### src/rtl/wd_pkg.sv
//------------------------------
// Shared definitions for the disk controller command path:
// field widths, command codes, decoded ops and error values
//------------------------------

package wd_pkg;

    //------------------------------
    // Field widths
    //------------------------------
    localparam int CYL_W  = 16;   // Cylinder
    localparam int HEAD_W = 4;    // Head select
    localparam int SECT_W = 8;    // Sector number and count

    // Host command codes, RESTORE and SEEK are range bases
    typedef enum logic [7:0] {
        CMD_RESTORE = 8'h10,      // 0x10 to 0x1F
        CMD_READ    = 8'h20,
        CMD_WRITE   = 8'h30,
        CMD_VERIFY  = 8'h40,
        CMD_SEEK    = 8'h70       // 0x70 to 0x7F
    } wd_cmd_e;

    // Decoded operation
    typedef enum logic [2:0] {
        OP_RESTORE,
        OP_SEEK,
        OP_READ,
        OP_WRITE,
        OP_VERIFY,
        OP_INVALID
    } wd_op_e;

    // AT error register values
    typedef enum logic [7:0] {
        ERR_NONE  = 8'h00,
        ERR_AMNF  = 8'h01,        // Address mark not found
        ERR_TK0NF = 8'h02,        // Track 0 not found
        ERR_ABRT  = 8'h04,        // Aborted command
        ERR_IDNF  = 8'h10         // ID not found
    } wd_err_e;

    // Sequencer FSM
    typedef enum logic [3:0] {
        ST_IDLE, ST_RELEASE, ST_SEEK_WAIT, ST_SECTOR, ST_FILL_WAIT,
        ST_XFER_WAIT, ST_FLUSH_WAIT, ST_NEXT, ST_DONE
    } wd_seq_state_e;

endpackage

### src/rtl/wd_cmd_if.sv
//------------------------------
// Decoded command bus, decode to execute
// Four-phase req/ack, fields stable while req is high
//------------------------------

`timescale 1ns/1ns

interface wd_cmd_if;
    import wd_pkg::*;

    logic               req;      // Command offered
    logic               ack;      // Fields copied by execute
    wd_op_e             op;
    logic [CYL_W-1:0]   cylinder;
    logic [HEAD_W-1:0]  head;
    logic [SECT_W-1:0]  sector;   // Starting sector
    logic [SECT_W-1:0]  count;    // 0 and 1 both mean one sector

    modport issuer (output req, op, cylinder, head, sector, count, input ack);
    modport taker  (input req, op, cylinder, head, sector, count, output ack);
    modport watch  (input req, ack);

endinterface

### src/rtl/wd_status_if.sv
//------------------------------
// Completion and live status bus between
// execute, result and decode stages
//------------------------------

`timescale 1ns/1ns

interface wd_status_if;
    import wd_pkg::*;

    logic    done;            // One cycle at command end
    wd_err_e err;             // Valid with done
    logic    drq;             // Host transfer in progress
    logic    seek_complete;
    logic    busy;            // Owned by result stage

    modport reporter (output done, err, drq, seek_complete);
    modport holder   (output busy, input done, err, drq, seek_complete);
    modport gate     (input busy);

endinterface

### src/rtl/wd_cmd_decode.sv
//------------------------------
// Command decode stage
// Latches a host command while idle, classifies the code
// and offers it to the sequencer by req/ack
//------------------------------

`timescale 1ns/1ns

module wd_cmd_decode (
    input  logic                      clk,
    input  logic                      reset_n,
    input  logic [7:0]                cmd_code,
    input  logic                      cmd_valid,
    input  logic [wd_pkg::CYL_W-1:0]  cylinder,
    input  logic [wd_pkg::HEAD_W-1:0] head,
    input  logic [wd_pkg::SECT_W-1:0] sector_num,
    input  logic [wd_pkg::SECT_W-1:0] sector_count,
    wd_cmd_if.issuer                  cmd,
    wd_status_if.gate                 stat
);
    import wd_pkg::*;

    wd_op_e op_next;
    logic   accept;

    // New command only when idle and no offer outstanding
    assign accept = cmd_valid && !stat.busy && !cmd.req;

    // Code classification
    always_comb begin
        if ((cmd_code & 8'hF0) == CMD_RESTORE) op_next = OP_RESTORE;  // Low nibble is step rate
        else if ((cmd_code & 8'hF0) == CMD_SEEK) op_next = OP_SEEK;
        else if (cmd_code == CMD_READ)   op_next = OP_READ;
        else if (cmd_code == CMD_WRITE)  op_next = OP_WRITE;
        else if (cmd_code == CMD_VERIFY) op_next = OP_VERIFY;
        else                             op_next = OP_INVALID;   // Aborted later
    end

    // Handshake half, req up on accept and down on ack
    always_ff @(posedge clk or negedge reset_n) begin
        if (!reset_n) begin
            cmd.req <= 1'b0;
        end else if (accept) begin
            cmd.req <= 1'b1;
        end else if (cmd.ack) begin
            cmd.req <= 1'b0;
        end
    end

    // Command fields
    always_ff @(posedge clk) begin
        if (accept) begin
            cmd.op       <= op_next;
            cmd.cylinder <= cylinder;
            cmd.head     <= head;
            cmd.sector   <= sector_num;
            cmd.count    <= sector_count;
        end
    end

    // Offer held with stable fields until taken
    a_req_hold: assert property (@(posedge clk) disable iff (!reset_n)
        cmd.req && !cmd.ack |=> cmd.req && $stable(cmd.op) && $stable(cmd.cylinder)
            && $stable(cmd.head) && $stable(cmd.sector) && $stable(cmd.count));

endmodule

### src/rtl/wd_ctrl_top.sv
//------------------------------
// Disk controller command sequencer top
// Decode, execute and result stages on two internal buses
//------------------------------

`timescale 1ns/1ns

module wd_ctrl_top (
    input  logic                      clk,
    input  logic                      reset_n,
    // Host command
    input  logic [7:0]                cmd_code,
    input  logic                      cmd_valid,
    input  logic [wd_pkg::CYL_W-1:0]  cylinder,
    input  logic [wd_pkg::HEAD_W-1:0] head,
    input  logic [wd_pkg::SECT_W-1:0] sector_num,
    input  logic [wd_pkg::SECT_W-1:0] sector_count,
    // Status
    input  logic                      drive_ready,
    output logic                      status_bsy,
    output logic                      status_rdy,
    output logic                      status_sc,
    output logic                      status_drq,
    output logic                      status_err,
    output wd_pkg::wd_err_e           error_code,
    // Seek controller
    output logic                      seek_start,
    output logic                      recalibrate,
    output logic [wd_pkg::CYL_W-1:0]  target_cylinder,
    input  logic                      seek_done,
    input  logic                      seek_error,
    input  logic                      track00,
    // Track buffer
    output logic                      buf_fill_start,
    output logic                      buf_flush_start,
    output logic [wd_pkg::SECT_W-1:0] buf_target_sector,
    output logic [wd_pkg::HEAD_W-1:0] buf_target_head,
    input  logic                      buf_ready,
    input  logic                      buf_error,
    // Host transfer engine
    output logic                      xfer_start,
    output logic                      xfer_dir,
    input  logic                      xfer_done
);

    wd_cmd_if    cmd_bus ();
    wd_status_if stat_bus ();

    wd_cmd_decode u_decode (
        .clk, .reset_n, .cmd_code, .cmd_valid,
        .cylinder, .head, .sector_num, .sector_count,
        .cmd (cmd_bus.issuer), .stat (stat_bus.gate)
    );

    wd_sector_sequencer u_seq (
        .clk, .reset_n,
        .cmd (cmd_bus.taker), .stat (stat_bus.reporter),
        .seek_start, .recalibrate, .target_cylinder,
        .seek_done, .seek_error, .track00,
        .buf_fill_start, .buf_flush_start, .buf_target_sector, .buf_target_head,
        .buf_ready, .buf_error,
        .xfer_start, .xfer_dir, .xfer_done
    );

    wd_status_result u_result (
        .clk, .reset_n, .drive_ready,
        .cmd (cmd_bus.watch), .stat (stat_bus.holder),
        .status_bsy, .status_rdy, .status_sc, .status_drq, .status_err, .error_code
    );

endmodule

### src/rtl/wd_sector_sequencer.sv
//------------------------------
// Execute stage
// Seeks, then runs buffer and host transfer steps
// one sector at a time, reports the error value at done
//------------------------------

`timescale 1ns/1ns

module wd_sector_sequencer (
    input  logic                      clk,
    input  logic                      reset_n,
    wd_cmd_if.taker                   cmd,
    wd_status_if.reporter             stat,
    output logic                      seek_start,
    output logic                      recalibrate,
    output logic [wd_pkg::CYL_W-1:0]  target_cylinder,
    input  logic                      seek_done,
    input  logic                      seek_error,
    input  logic                      track00,
    output logic                      buf_fill_start,
    output logic                      buf_flush_start,
    output logic [wd_pkg::SECT_W-1:0] buf_target_sector,
    output logic [wd_pkg::HEAD_W-1:0] buf_target_head,
    input  logic                      buf_ready,
    input  logic                      buf_error,
    output logic                      xfer_start,
    output logic                      xfer_dir,
    input  logic                      xfer_done
);
    import wd_pkg::*;

    wd_seq_state_e     state;
    wd_op_e            op_q;
    logic [CYL_W-1:0]  cyl_q;
    logic [HEAD_W-1:0] head_q;
    logic [SECT_W-1:0] cur_sector;
    logic [SECT_W-1:0] remaining;
    logic              is_restore;
    logic              more;

    assign is_restore = (op_q == OP_RESTORE);
    assign more       = (remaining > SECT_W'(1));   // Count 0 acts as 1
    assign stat.done  = (state == ST_DONE);

    //------------------------------
    // Command copy and sector counters
    //------------------------------
    always_ff @(posedge clk) begin
        if (state == ST_IDLE && cmd.req) begin
            op_q       <= cmd.op;
            cyl_q      <= cmd.cylinder;
            head_q     <= cmd.head;
            cur_sector <= cmd.sector;
            remaining  <= cmd.count;
        end else if (state == ST_NEXT && more) begin
            remaining  <= remaining - SECT_W'(1);
            cur_sector <= cur_sector + SECT_W'(1);
        end
        if (state == ST_RELEASE && !cmd.req)
            target_cylinder <= is_restore ? '0 : cyl_q;   // Restore goes to cylinder 0
        if (state == ST_SECTOR) begin
            buf_target_sector <= cur_sector;   // Also kept for the flush
            buf_target_head   <= head_q;
        end
    end

    //------------------------------
    // Main FSM
    //------------------------------
    always_ff @(posedge clk or negedge reset_n) begin
        if (!reset_n) begin
            state              <= ST_IDLE;
            cmd.ack            <= 1'b0;
            seek_start         <= 1'b0;
            recalibrate        <= 1'b0;
            buf_fill_start     <= 1'b0;
            buf_flush_start    <= 1'b0;
            xfer_start         <= 1'b0;
            xfer_dir           <= 1'b0;
            stat.drq           <= 1'b0;
            stat.seek_complete <= 1'b1;
            stat.err           <= ERR_NONE;
        end else begin
            seek_start      <= 1'b0;   // Start pulses default low
            buf_fill_start  <= 1'b0;
            buf_flush_start <= 1'b0;
            xfer_start      <= 1'b0;
            unique case (state)
                ST_IDLE: if (cmd.req) begin
                    cmd.ack  <= 1'b1;        // Fields copied this edge
                    stat.err <= ERR_NONE;
                    state    <= ST_RELEASE;
                end
                ST_RELEASE: if (!cmd.req) begin
                    cmd.ack <= 1'b0;         // Handshake closed before any step
                    if (op_q == OP_INVALID) begin
                        stat.err <= ERR_ABRT;    // No seek for unknown codes
                        state    <= ST_DONE;
                    end else begin
                        seek_start         <= 1'b1;
                        recalibrate        <= is_restore;
                        stat.seek_complete <= 1'b0;
                        state              <= ST_SEEK_WAIT;
                    end
                end
                ST_SEEK_WAIT: begin
                    if (seek_error || (seek_done && is_restore && !track00)) begin
                        stat.err <= is_restore ? ERR_TK0NF : ERR_IDNF;   // SC stays low
                        state    <= ST_DONE;
                    end else if (seek_done) begin
                        stat.seek_complete <= 1'b1;
                        if (op_q == OP_READ || op_q == OP_WRITE) state <= ST_SECTOR;
                        else                                   state <= ST_DONE;
                    end
                end
                ST_SECTOR: begin
                    if (op_q == OP_READ) begin
                        buf_fill_start <= 1'b1;  // Disk to buffer first
                        state          <= ST_FILL_WAIT;
                    end else begin
                        xfer_start <= 1'b1;      // Host data first on write
                        xfer_dir   <= 1'b1;
                        stat.drq   <= 1'b1;
                        state      <= ST_XFER_WAIT;
                    end
                end
                ST_FILL_WAIT: begin
                    if (buf_error) begin
                        stat.err <= ERR_AMNF;
                        state    <= ST_DONE;
                    end else if (buf_ready) begin
                        xfer_start <= 1'b1;
                        xfer_dir   <= 1'b0;      // Buffer to host
                        stat.drq   <= 1'b1;
                        state      <= ST_XFER_WAIT;
                    end
                end
                ST_XFER_WAIT: if (xfer_done) begin
                    stat.drq <= 1'b0;
                    if (op_q == OP_WRITE) begin
                        buf_flush_start <= 1'b1;
                        state           <= ST_FLUSH_WAIT;
                    end else begin
                        state <= ST_NEXT;
                    end
                end
                ST_FLUSH_WAIT: begin
                    if (buf_error) begin
                        stat.err <= ERR_AMNF;
                        state    <= ST_DONE;
                    end else if (buf_ready) begin
                        state <= ST_NEXT;
                    end
                end
                ST_NEXT: state <= more ? ST_SECTOR : ST_DONE;
                ST_DONE: state <= ST_IDLE;   // done pulse is this state
                default: state <= ST_IDLE;
            endcase
        end
    end

    // Start pulses are single cycle
    a_seek_pulse:  assert property (@(posedge clk) disable iff (!reset_n)
        seek_start |=> !seek_start);
    a_fill_pulse:  assert property (@(posedge clk) disable iff (!reset_n)
        buf_fill_start |=> !buf_fill_start);
    a_flush_pulse: assert property (@(posedge clk) disable iff (!reset_n)
        buf_flush_start |=> !buf_flush_start);
    a_xfer_pulse:  assert property (@(posedge clk) disable iff (!reset_n)
        xfer_start |=> !xfer_start);
    a_fill_flush:  assert property (@(posedge clk) disable iff (!reset_n)
        !(buf_fill_start && buf_flush_start));

endmodule

### src/rtl/wd_status_result.sv
//------------------------------
// Result stage
// Owns busy and holds the AT status bits and error register
//------------------------------

`timescale 1ns/1ns

module wd_status_result (
    input  logic            clk,
    input  logic            reset_n,
    input  logic            drive_ready,
    wd_cmd_if.watch         cmd,
    wd_status_if.holder     stat,
    output logic            status_bsy,
    output logic            status_rdy,
    output logic            status_sc,
    output logic            status_drq,
    output logic            status_err,
    output wd_pkg::wd_err_e error_code
);
    import wd_pkg::*;

    logic req_q;
    logic req_rise;
    logic busy_next;

    assign req_rise   = cmd.req && !req_q;   // New command offered
    assign status_bsy = stat.busy;

    always_comb begin
        busy_next = stat.busy;
        if (req_rise)  busy_next = 1'b1;
        if (stat.done) busy_next = 1'b0;
    end

    always_ff @(posedge clk or negedge reset_n) begin
        if (!reset_n) begin
            req_q      <= 1'b0;
            stat.busy  <= 1'b0;
            status_rdy <= 1'b0;
            status_sc  <= 1'b1;
            status_drq <= 1'b0;
            status_err <= 1'b0;
            error_code <= ERR_NONE;
        end else begin
            req_q      <= cmd.req;
            stat.busy  <= busy_next;
            status_rdy <= drive_ready && !busy_next;   // Forced low while busy
            status_sc  <= stat.seek_complete;
            status_drq <= stat.drq;
            if (req_rise) begin
                status_err <= 1'b0;      // Previous result cleared
                error_code <= ERR_NONE;
            end else if (stat.done) begin
                status_err <= (stat.err != ERR_NONE);
                error_code <= stat.err;
            end
        end
    end

    // Completion only inside a busy window
    a_done_busy: assert property (@(posedge clk) disable iff (!reset_n)
        stat.done |-> stat.busy);
    // Sequencer ack only after busy is up
    a_ack_busy:  assert property (@(posedge clk) disable iff (!reset_n)
        cmd.ack |-> stat.busy);

endmodule

### config.mk
export PLATFORM = sky130hd
export DESIGN_NAME = wd_ctrl_top
export DESIGN_NICKNAME = d
export VERILOG_FILES = /design/src/rtl/wd_pkg.sv /design/src/rtl/wd_cmd_if.sv /design/src/rtl/wd_status_if.sv /design/src/rtl/wd_cmd_decode.sv /design/src/rtl/wd_ctrl_top.sv /design/src/rtl/wd_sector_sequencer.sv /design/src/rtl/wd_status_result.sv
export SDC_FILE = /design/constraint.sdc
export NUM_CORES = 1
export LEC_CHECK = 0
export ABC_AREA = 1
export BUFFER_PORTS_ARGS = -buffer_cell sky130_fd_sc_hd__buf_2
export CAP_MARGIN = 20
export CELL_PAD_IN_SITES_DETAIL_PLACEMENT = 2
export CELL_PAD_IN_SITES_GLOBAL_PLACEMENT = 2
export CORE_UTILIZATION = 36
export DETAILED_ROUTE_END_ITERATION = 10
export PLACE_DENSITY = 0.79
export SYNTH_ARGS = -nofsm -noshare
export SYNTH_HDL_FRONTEND = slang
export SYNTH_SLANG_ARGS = --single-unit
### constraint.sdc
create_clock -name clk -period 3.25 [get_ports clk]
set_input_delay 0.325 -clock clk [delete_from_list [all_inputs] [get_ports clk]]
set_output_delay 0.325 -clock clk [all_outputs]
set_load 0.01 [all_outputs]
==> results.yml, run 1 <==
outcome:
  outcome: "finished clean"
yosys:
  synth.area.top_cells: "edfxtp_1 (60%), dfrtp_1 (12%), nand2_1 (5.8%)"
  synth_sequential_area_ratio_pct: 73.6
  synthesis.area_um2: 5280
  synth_top_family_by_area: "simple AND/OR/NAND/NOR gates"
  yosysWarnings: 0
  yosys.area_share.xor_xnor_pct: 1.66
  yosys.area_share.simple_pct: 15.9
  synth-seq-cells: 134
  syn_avg_cell_area_um2: 12.2
  synth_fa_ha_area_share_pct: 0.711
  synth_mux_area_share_pct: 0
  synth_top_area_cell: "edfxtp_1"
  ys_types: 33
  synth_top_area_share_pct: 60.3
  synthCells: 432
  synth_compound_area_share_pct: 3.15
floorplanning:
  start_util_pct: 37.4
  die_y_um: 123
  num_io_pins: 101
  dieArea_um2: 15200
  core_um2: 14100
  num_rows: 43
  die_w_um: 123
power_and_ir_drop:
  pwr_density_cell_nw_per_um2: 941
  vdd_drop_max_uv: 638
  p_leak_nw: 2.83
timing:
  finClkSkew_ns: 0.00687
  finalHoldViolCount: 0
  fmax_mhz: 446
  fin_crit_sh_pct: 69.1
  maxSlewViolCount: 0
  finalSetupViolations: 0
  tns_ns: 0
  worst_pin_slew_ns: 0.890
  whs_ns: 0.0725
  grt_setup_unrepaired: "false"
  min_period_ns: 2.24
  relSlewSlack_pct: 40.3
worst_setup_path:
  cp.arrival_ns: 2.40
  crit_fanout: 24
  cp_data_required_time_ns: 3.41
  critPathLaunchType: "flip-flop"
  cp-end-kind: "flip-flop"
  critical_path.slowest_cell: "clkinv_1"
  max_stage_delay_ns: 0.71
  path_cells: "inv_1, nand3_1, clkinv_1, buf_4"
  rr_startpoint: "u_decode.cmd.req"
  critPathKind: "reg2reg"
  startpoint: "u_decode.cmd.req"
clocking:
  cts_made_buffers: 17
  clockBufferDepth: 2
  clk_pin_slew_worst_paths_ns: 0.06
  cts_tree: "yes"
  cts.sinks: 134
  htreeDepth: 4
  worstSkewPairLatency_ns: 0.42
  post-cts-setup-buffer-count: 0
  cts-root-buf: "clkbuf_16"
global_route:
  grt_start_max_net_pins: 50
  first_global_vias: 4082
  grt_pass1_wl_mm: 22.0
  grt_overflow_total: 0
  antenna_found_initial: 0
  grt_usage_pct: 20.5
routing:
  wire_per_inst_um: 19.2
  drt_iter0_drc: 105
  drcViolationCount: 0
  wl_mm: 14.2
  route.antenna.remaining_nets: 0
  vias_per_cell: 4.82
  vias: 3565
  drt-pass1-iter-count: 4
placed_design:
  gp_congestion: 0.814
  io_buffer_count: 96
  dp_hpwl_mm: 9.59
finish:
  layout_commonest_cell: "edfxtp_1"
  drive_above_1_share_pct: 26.8
  area_delta_synth_final_pct: 25.6
  fin_nets: 604
  nFillCells: 1447
  antenna_cells: 0
  final_cell_mix: "edfxtp_1 (106), buf_2 (96), nand2_1 (82)"
worst_hold_path:
  hp-start: "head[2]"
  worstHoldPathType: "in2reg"
job:
  maxCapViolCount: 0
metal layers:
metal,part of all wire (%),routed length [um],vias up,track usage (%)
li1,-,-,1665,-
met1,38,5360,1795,20.9
met2,57,8030,85,39.5
met3,3.9,557,20,5.72
met4,1.7,239,0,7.45
met5,0,0,-,0
cells by family after synthesis:
logic type / count (synthesis)
DFF: 134
adders and majority gates: 3
AOI/OAI and AO/OA: 31
buffers and inverters: 63
other: 1
xor gates and xnor gates: 10
and+or+nand+nor: 190
final cells by class:
class | instances | area [um2] | share of cell area, %
clock buffer | 17 | 425 | 6.41
clock inverter | 15 | 223 | 3.36
inverter | 55 | 206 | 3.11
multi-input combinational | 238 | 1150 | 17.3
sequential | 134 | 3890 | 58.6
tap | 180 | 225 | 3.40
timing repair buffer | 101 | 520 | 7.85
critical path, delay by kind of cell (launching register included):
kind                   cells  cell delay, ns
buffers and inverters      3            1.37
DFF                        1            0.43
and+or+nand+nor            1            0.15
worst paths after layout:
check                                         end  slack (ns)  cells after the start
setup / recovery           u_decode.cmd.sector[5]        1.01                      4
hold / removal               u_decode.cmd.head[2]        0.07                      1
setup reg to reg           u_decode.cmd.sector[5]        1.01                      4
hold reg to reg                u_result.status_sc        0.37                      0
max in group asynchronous     u_result.status_rdy        2.30                      2
min in group asynchronous    u_seq.buf_fill_start        0.49                      2
stage by stage:
step / area [um2] / util [%] / setup WS (ns) / std cells / total power, mW
6_report: 6630 / 47.1 / 1.01 / 740 / 6.24
5_1_grt: 6630 / 47.1 / 0.853 / 740 / 6.57
4_1_cts: 6630 / 47.1 / 0.966 / 740 / 6.33
3_5_place_dp: 5970 / 42.4 / 0.953 / 707 / 4.14
3_3_place_gp: 5970 / 42.4 / 1.21 / 707 / 3.99
2_1_floorplan: 5290 / - / 0.804 / 435 / 3.54
synth_stat cells, drive strengths merged:
| cell type | instances |
|---|---|
| nor3 | 4 |
| o211ai | 1 |
| o21ai | 22 |
| nand2 | 89 |
| a22oi | 1 |
| nor2 | 64 |
| nand3b | 1 |
| inv | 54 |
| xnor2 | 4 |
| nand4 | 4 |
| buf | 7 |
| clkinv | 1 |
| dfstp | 2 |
| nor3b | 1 |
| dfrtp | 26 |
| nor4 | 1 |
| nand3 | 26 |
| edfxtp | 106 |
| clkbuf | 1 |
| xor2 | 6 |
| o31ai | 1 |
| a31oi | 1 |
| conb | 1 |
| ha | 3 |
| a21oi | 4 |
| a211oi | 1 |
power by group:
group          total [mW]  switching, mW  internal (mW)  leakage [nW]
Clock                2.12          0.760           1.37         0.307
Combinational        1.51           1.05          0.463          1.20
Sequential           2.60          0.222           2.38          1.33
Total                6.24           2.03           4.21          2.83
flip-flops by register name (all words and copies together) (netlist names), 8 cells and up:
| register | count |
|---|---|
| u_seq.buf_target_sector | 8 |
| u_decode.cmd.cylinder | 16 |
| u_decode.cmd.sector | 8 |
| u_seq.cur_sector | 8 |
| u_seq.cyl_q | 16 |
| u_seq.target_cylinder | 16 |
| u_decode.cmd.count | 8 |
| u_seq.remaining | 8 |
what timing repair did:
action | in CTS | in global routing
hold endpoints to repair | 26 | 0
resized for setup | 0 | 0
hold buffers | 1 | 0
No activity file was read; power rests on OpenSTA's default activity.
==> run 2: changes to the inputs <==
CORE_UTILIZATION = 33   (was 36)
PLACE_DENSITY = 0.77   (was 0.79)
clock period = 1.8 ns   (was 3.25 ns; I/O delays follow)
==> results.yml, run 2 (same netlist as run 1, synthesis figures left out) <==
outcome:
  outcome: "finished clean"
finish:
  layout_commonest_cell: "edfxtp_1"
  final_util_pct: 46.0
  antenna_cells: 0
  fin_nets: 644
  drive_above_1_share_pct: 26.8
  top_regs: "u_decode.cmd.cylinder x16, u_seq.cyl_q x16, u_seq.target_cylinder x16"
  final_cell_mix: "edfxtp_1 (106), buf_2 (96), nand2_1 (82)"
  area_delta_synth_final_pct: 34.4
timing:
  maxSlewViolCount: 0
  min_period_ns: 1.68
  finClkSkew_ns: 0.0148
  worst_pin_slew_ns: 0.674
  fin_crit_sh_pct: 93.4
  whs_ns: 0.0138
  tns_ns: 0
  finalSetupViolations: 0
  finalHoldViolCount: 0
  grt_setup_unrepaired: "false"
  fmax_mhz: 595
  relSlewSlack_pct: 55.1
clocking:
  clk_pin_slew_worst_paths_ns: 0.06
  cts_made_buffers: 17
  htreeDepth: 4
  cts.sinks: 134
  cts_tree: "yes"
  cts-root-buf: "clkbuf_16"
  clockBufferDepth: 2
  worstSkewPairLatency_ns: 0.42
power_and_ir_drop:
  power_mw: 11.2
  p_leak_nw: 3.00
  pwr_density_cell_nw_per_um2: 1590
  vdd_drop_max_uv: 797
worst_setup_path:
  rrSetupSlack_ns: 0.12
  cp.arrival_ns: 1.81
  rr_startpoint: "u_seq.state[0]"
  cp_data_required_time_ns: 1.92
  r2r-end: "u_seq.cur_sector[7]"
  reg2reg_depth: 6
  critPathKind: "reg2reg"
  critPathLaunchType: "flip-flop"
  crit_fanout: 16
  cp-end-kind: "flip-flop"
global_route:
  grt_usage_pct: 17.8
  grt_start_max_net_pins: 50
  grtUsageMet1_pct: 20.0
  antenna_found_initial: 0
  met2_usage_pct: 32.5
  grt.busiest_layer: "met2"
  grt_pass1_wl_mm: 21.7
  grt_overflow_total: 0
  use_met3_pct: 3.83
  first_global_vias: 4153
placed_design:
  io_buffer_count: 96
  gp_congestion: 0.843
  dp_hpwl_mm: 9.04
routing:
  wl_mm: 13.5
  drt_iter0_drc: 131
  drcViolationCount: 0
  drt-pass1-iter-count: 4
  route.antenna.remaining_nets: 0
  vias_per_cell: 4.51
  wire_per_inst_um: 16.6
  vias: 3657
floorplanning:
  die_w_um: 128
  core_um2: 15400
  num_rows: 45
  start_util_pct: 34.2
  dieArea_um2: 16500
  die_y_um: 128
  num_io_pins: 101
job:
  maxCapViolCount: 0
worst_hold_path:
  holdPathEnd: "u_seq.buf_flush_start"
  hp-start: "xfer_done"
  hold_depth: 3
  worstHoldPathType: "in2reg"
==> run 2: final cells by class <==
cell class              instances  area (um2)
repair buffers                141         961
clock inverters                15         193
fillers                      1589        8330
clock buffers                  17         425
inverters                      55         210
well taps                     211         264
flip-flops and latches        134        3890
multi-input cells             238        1150
==> run 2: routing by layer <==
layer / vias to the layer above / part of all wire (%)
met5: - / 0
met4: 0 / 1.8
met3: 17 / 2.9
met2: 80 / 54
met1: 1814 / 41
li1: 1746 / -
==> run 2: worst max-delay path by stage <==
stage,start,end,depth (start not counted)
after floorplan,u_seq.remaining[0],u_seq.cur_sector[0],7
after global placement,u_seq.state[3],u_seq.cur_sector[0],6
after detailed placement,u_seq.remaining[0],u_seq.state[0],11
after CTS,u_seq.remaining[0],u_seq.state[0],11
after global routing,u_seq.remaining[1],u_seq.state[0],11
final,u_seq.state[0],u_seq.cur_sector[7],6
==> run 2: repair_timing <==
action                     4_1_cts  5_1_grt
hold endpoints to repair        62        0
buffers inserted                 0        1
setup endpoints to repair        0       18
gates resized for setup          0        2
hold buffers                    37        0
==> run 2: through the flow <==
step	setup slack (ns)	cell area [um2]	std cells
6_report	0.119	7090	811
5_1_grt	0.0112	7090	811
4_1_cts	0.0474	7080	810
3_5_place_dp	0.122	6100	741
3_3_place_gp	0.226	6100	741
2_1_floorplan	0.0862	5300	435
==> run 2: power by group <==
group	internal, mW	leakage (nW)	total (mW)	switching (mW)
clock	2.22	0.295	3.64	1.42
combinational	1.02	1.38	2.97	1.95
sequential	4.29	1.33	4.64	0.351
total	7.53	3.00	11.2	3.72
==> run 2: worst max-delay path: stages, from the launching register on <==
cell	delay, ns
dfrtp_1	0.49
nor2_4	0.23
nand2_4	0.08
nor2_4	0.12
inv_1	0.16
o21ai_2	0.12
buf_12	0.18
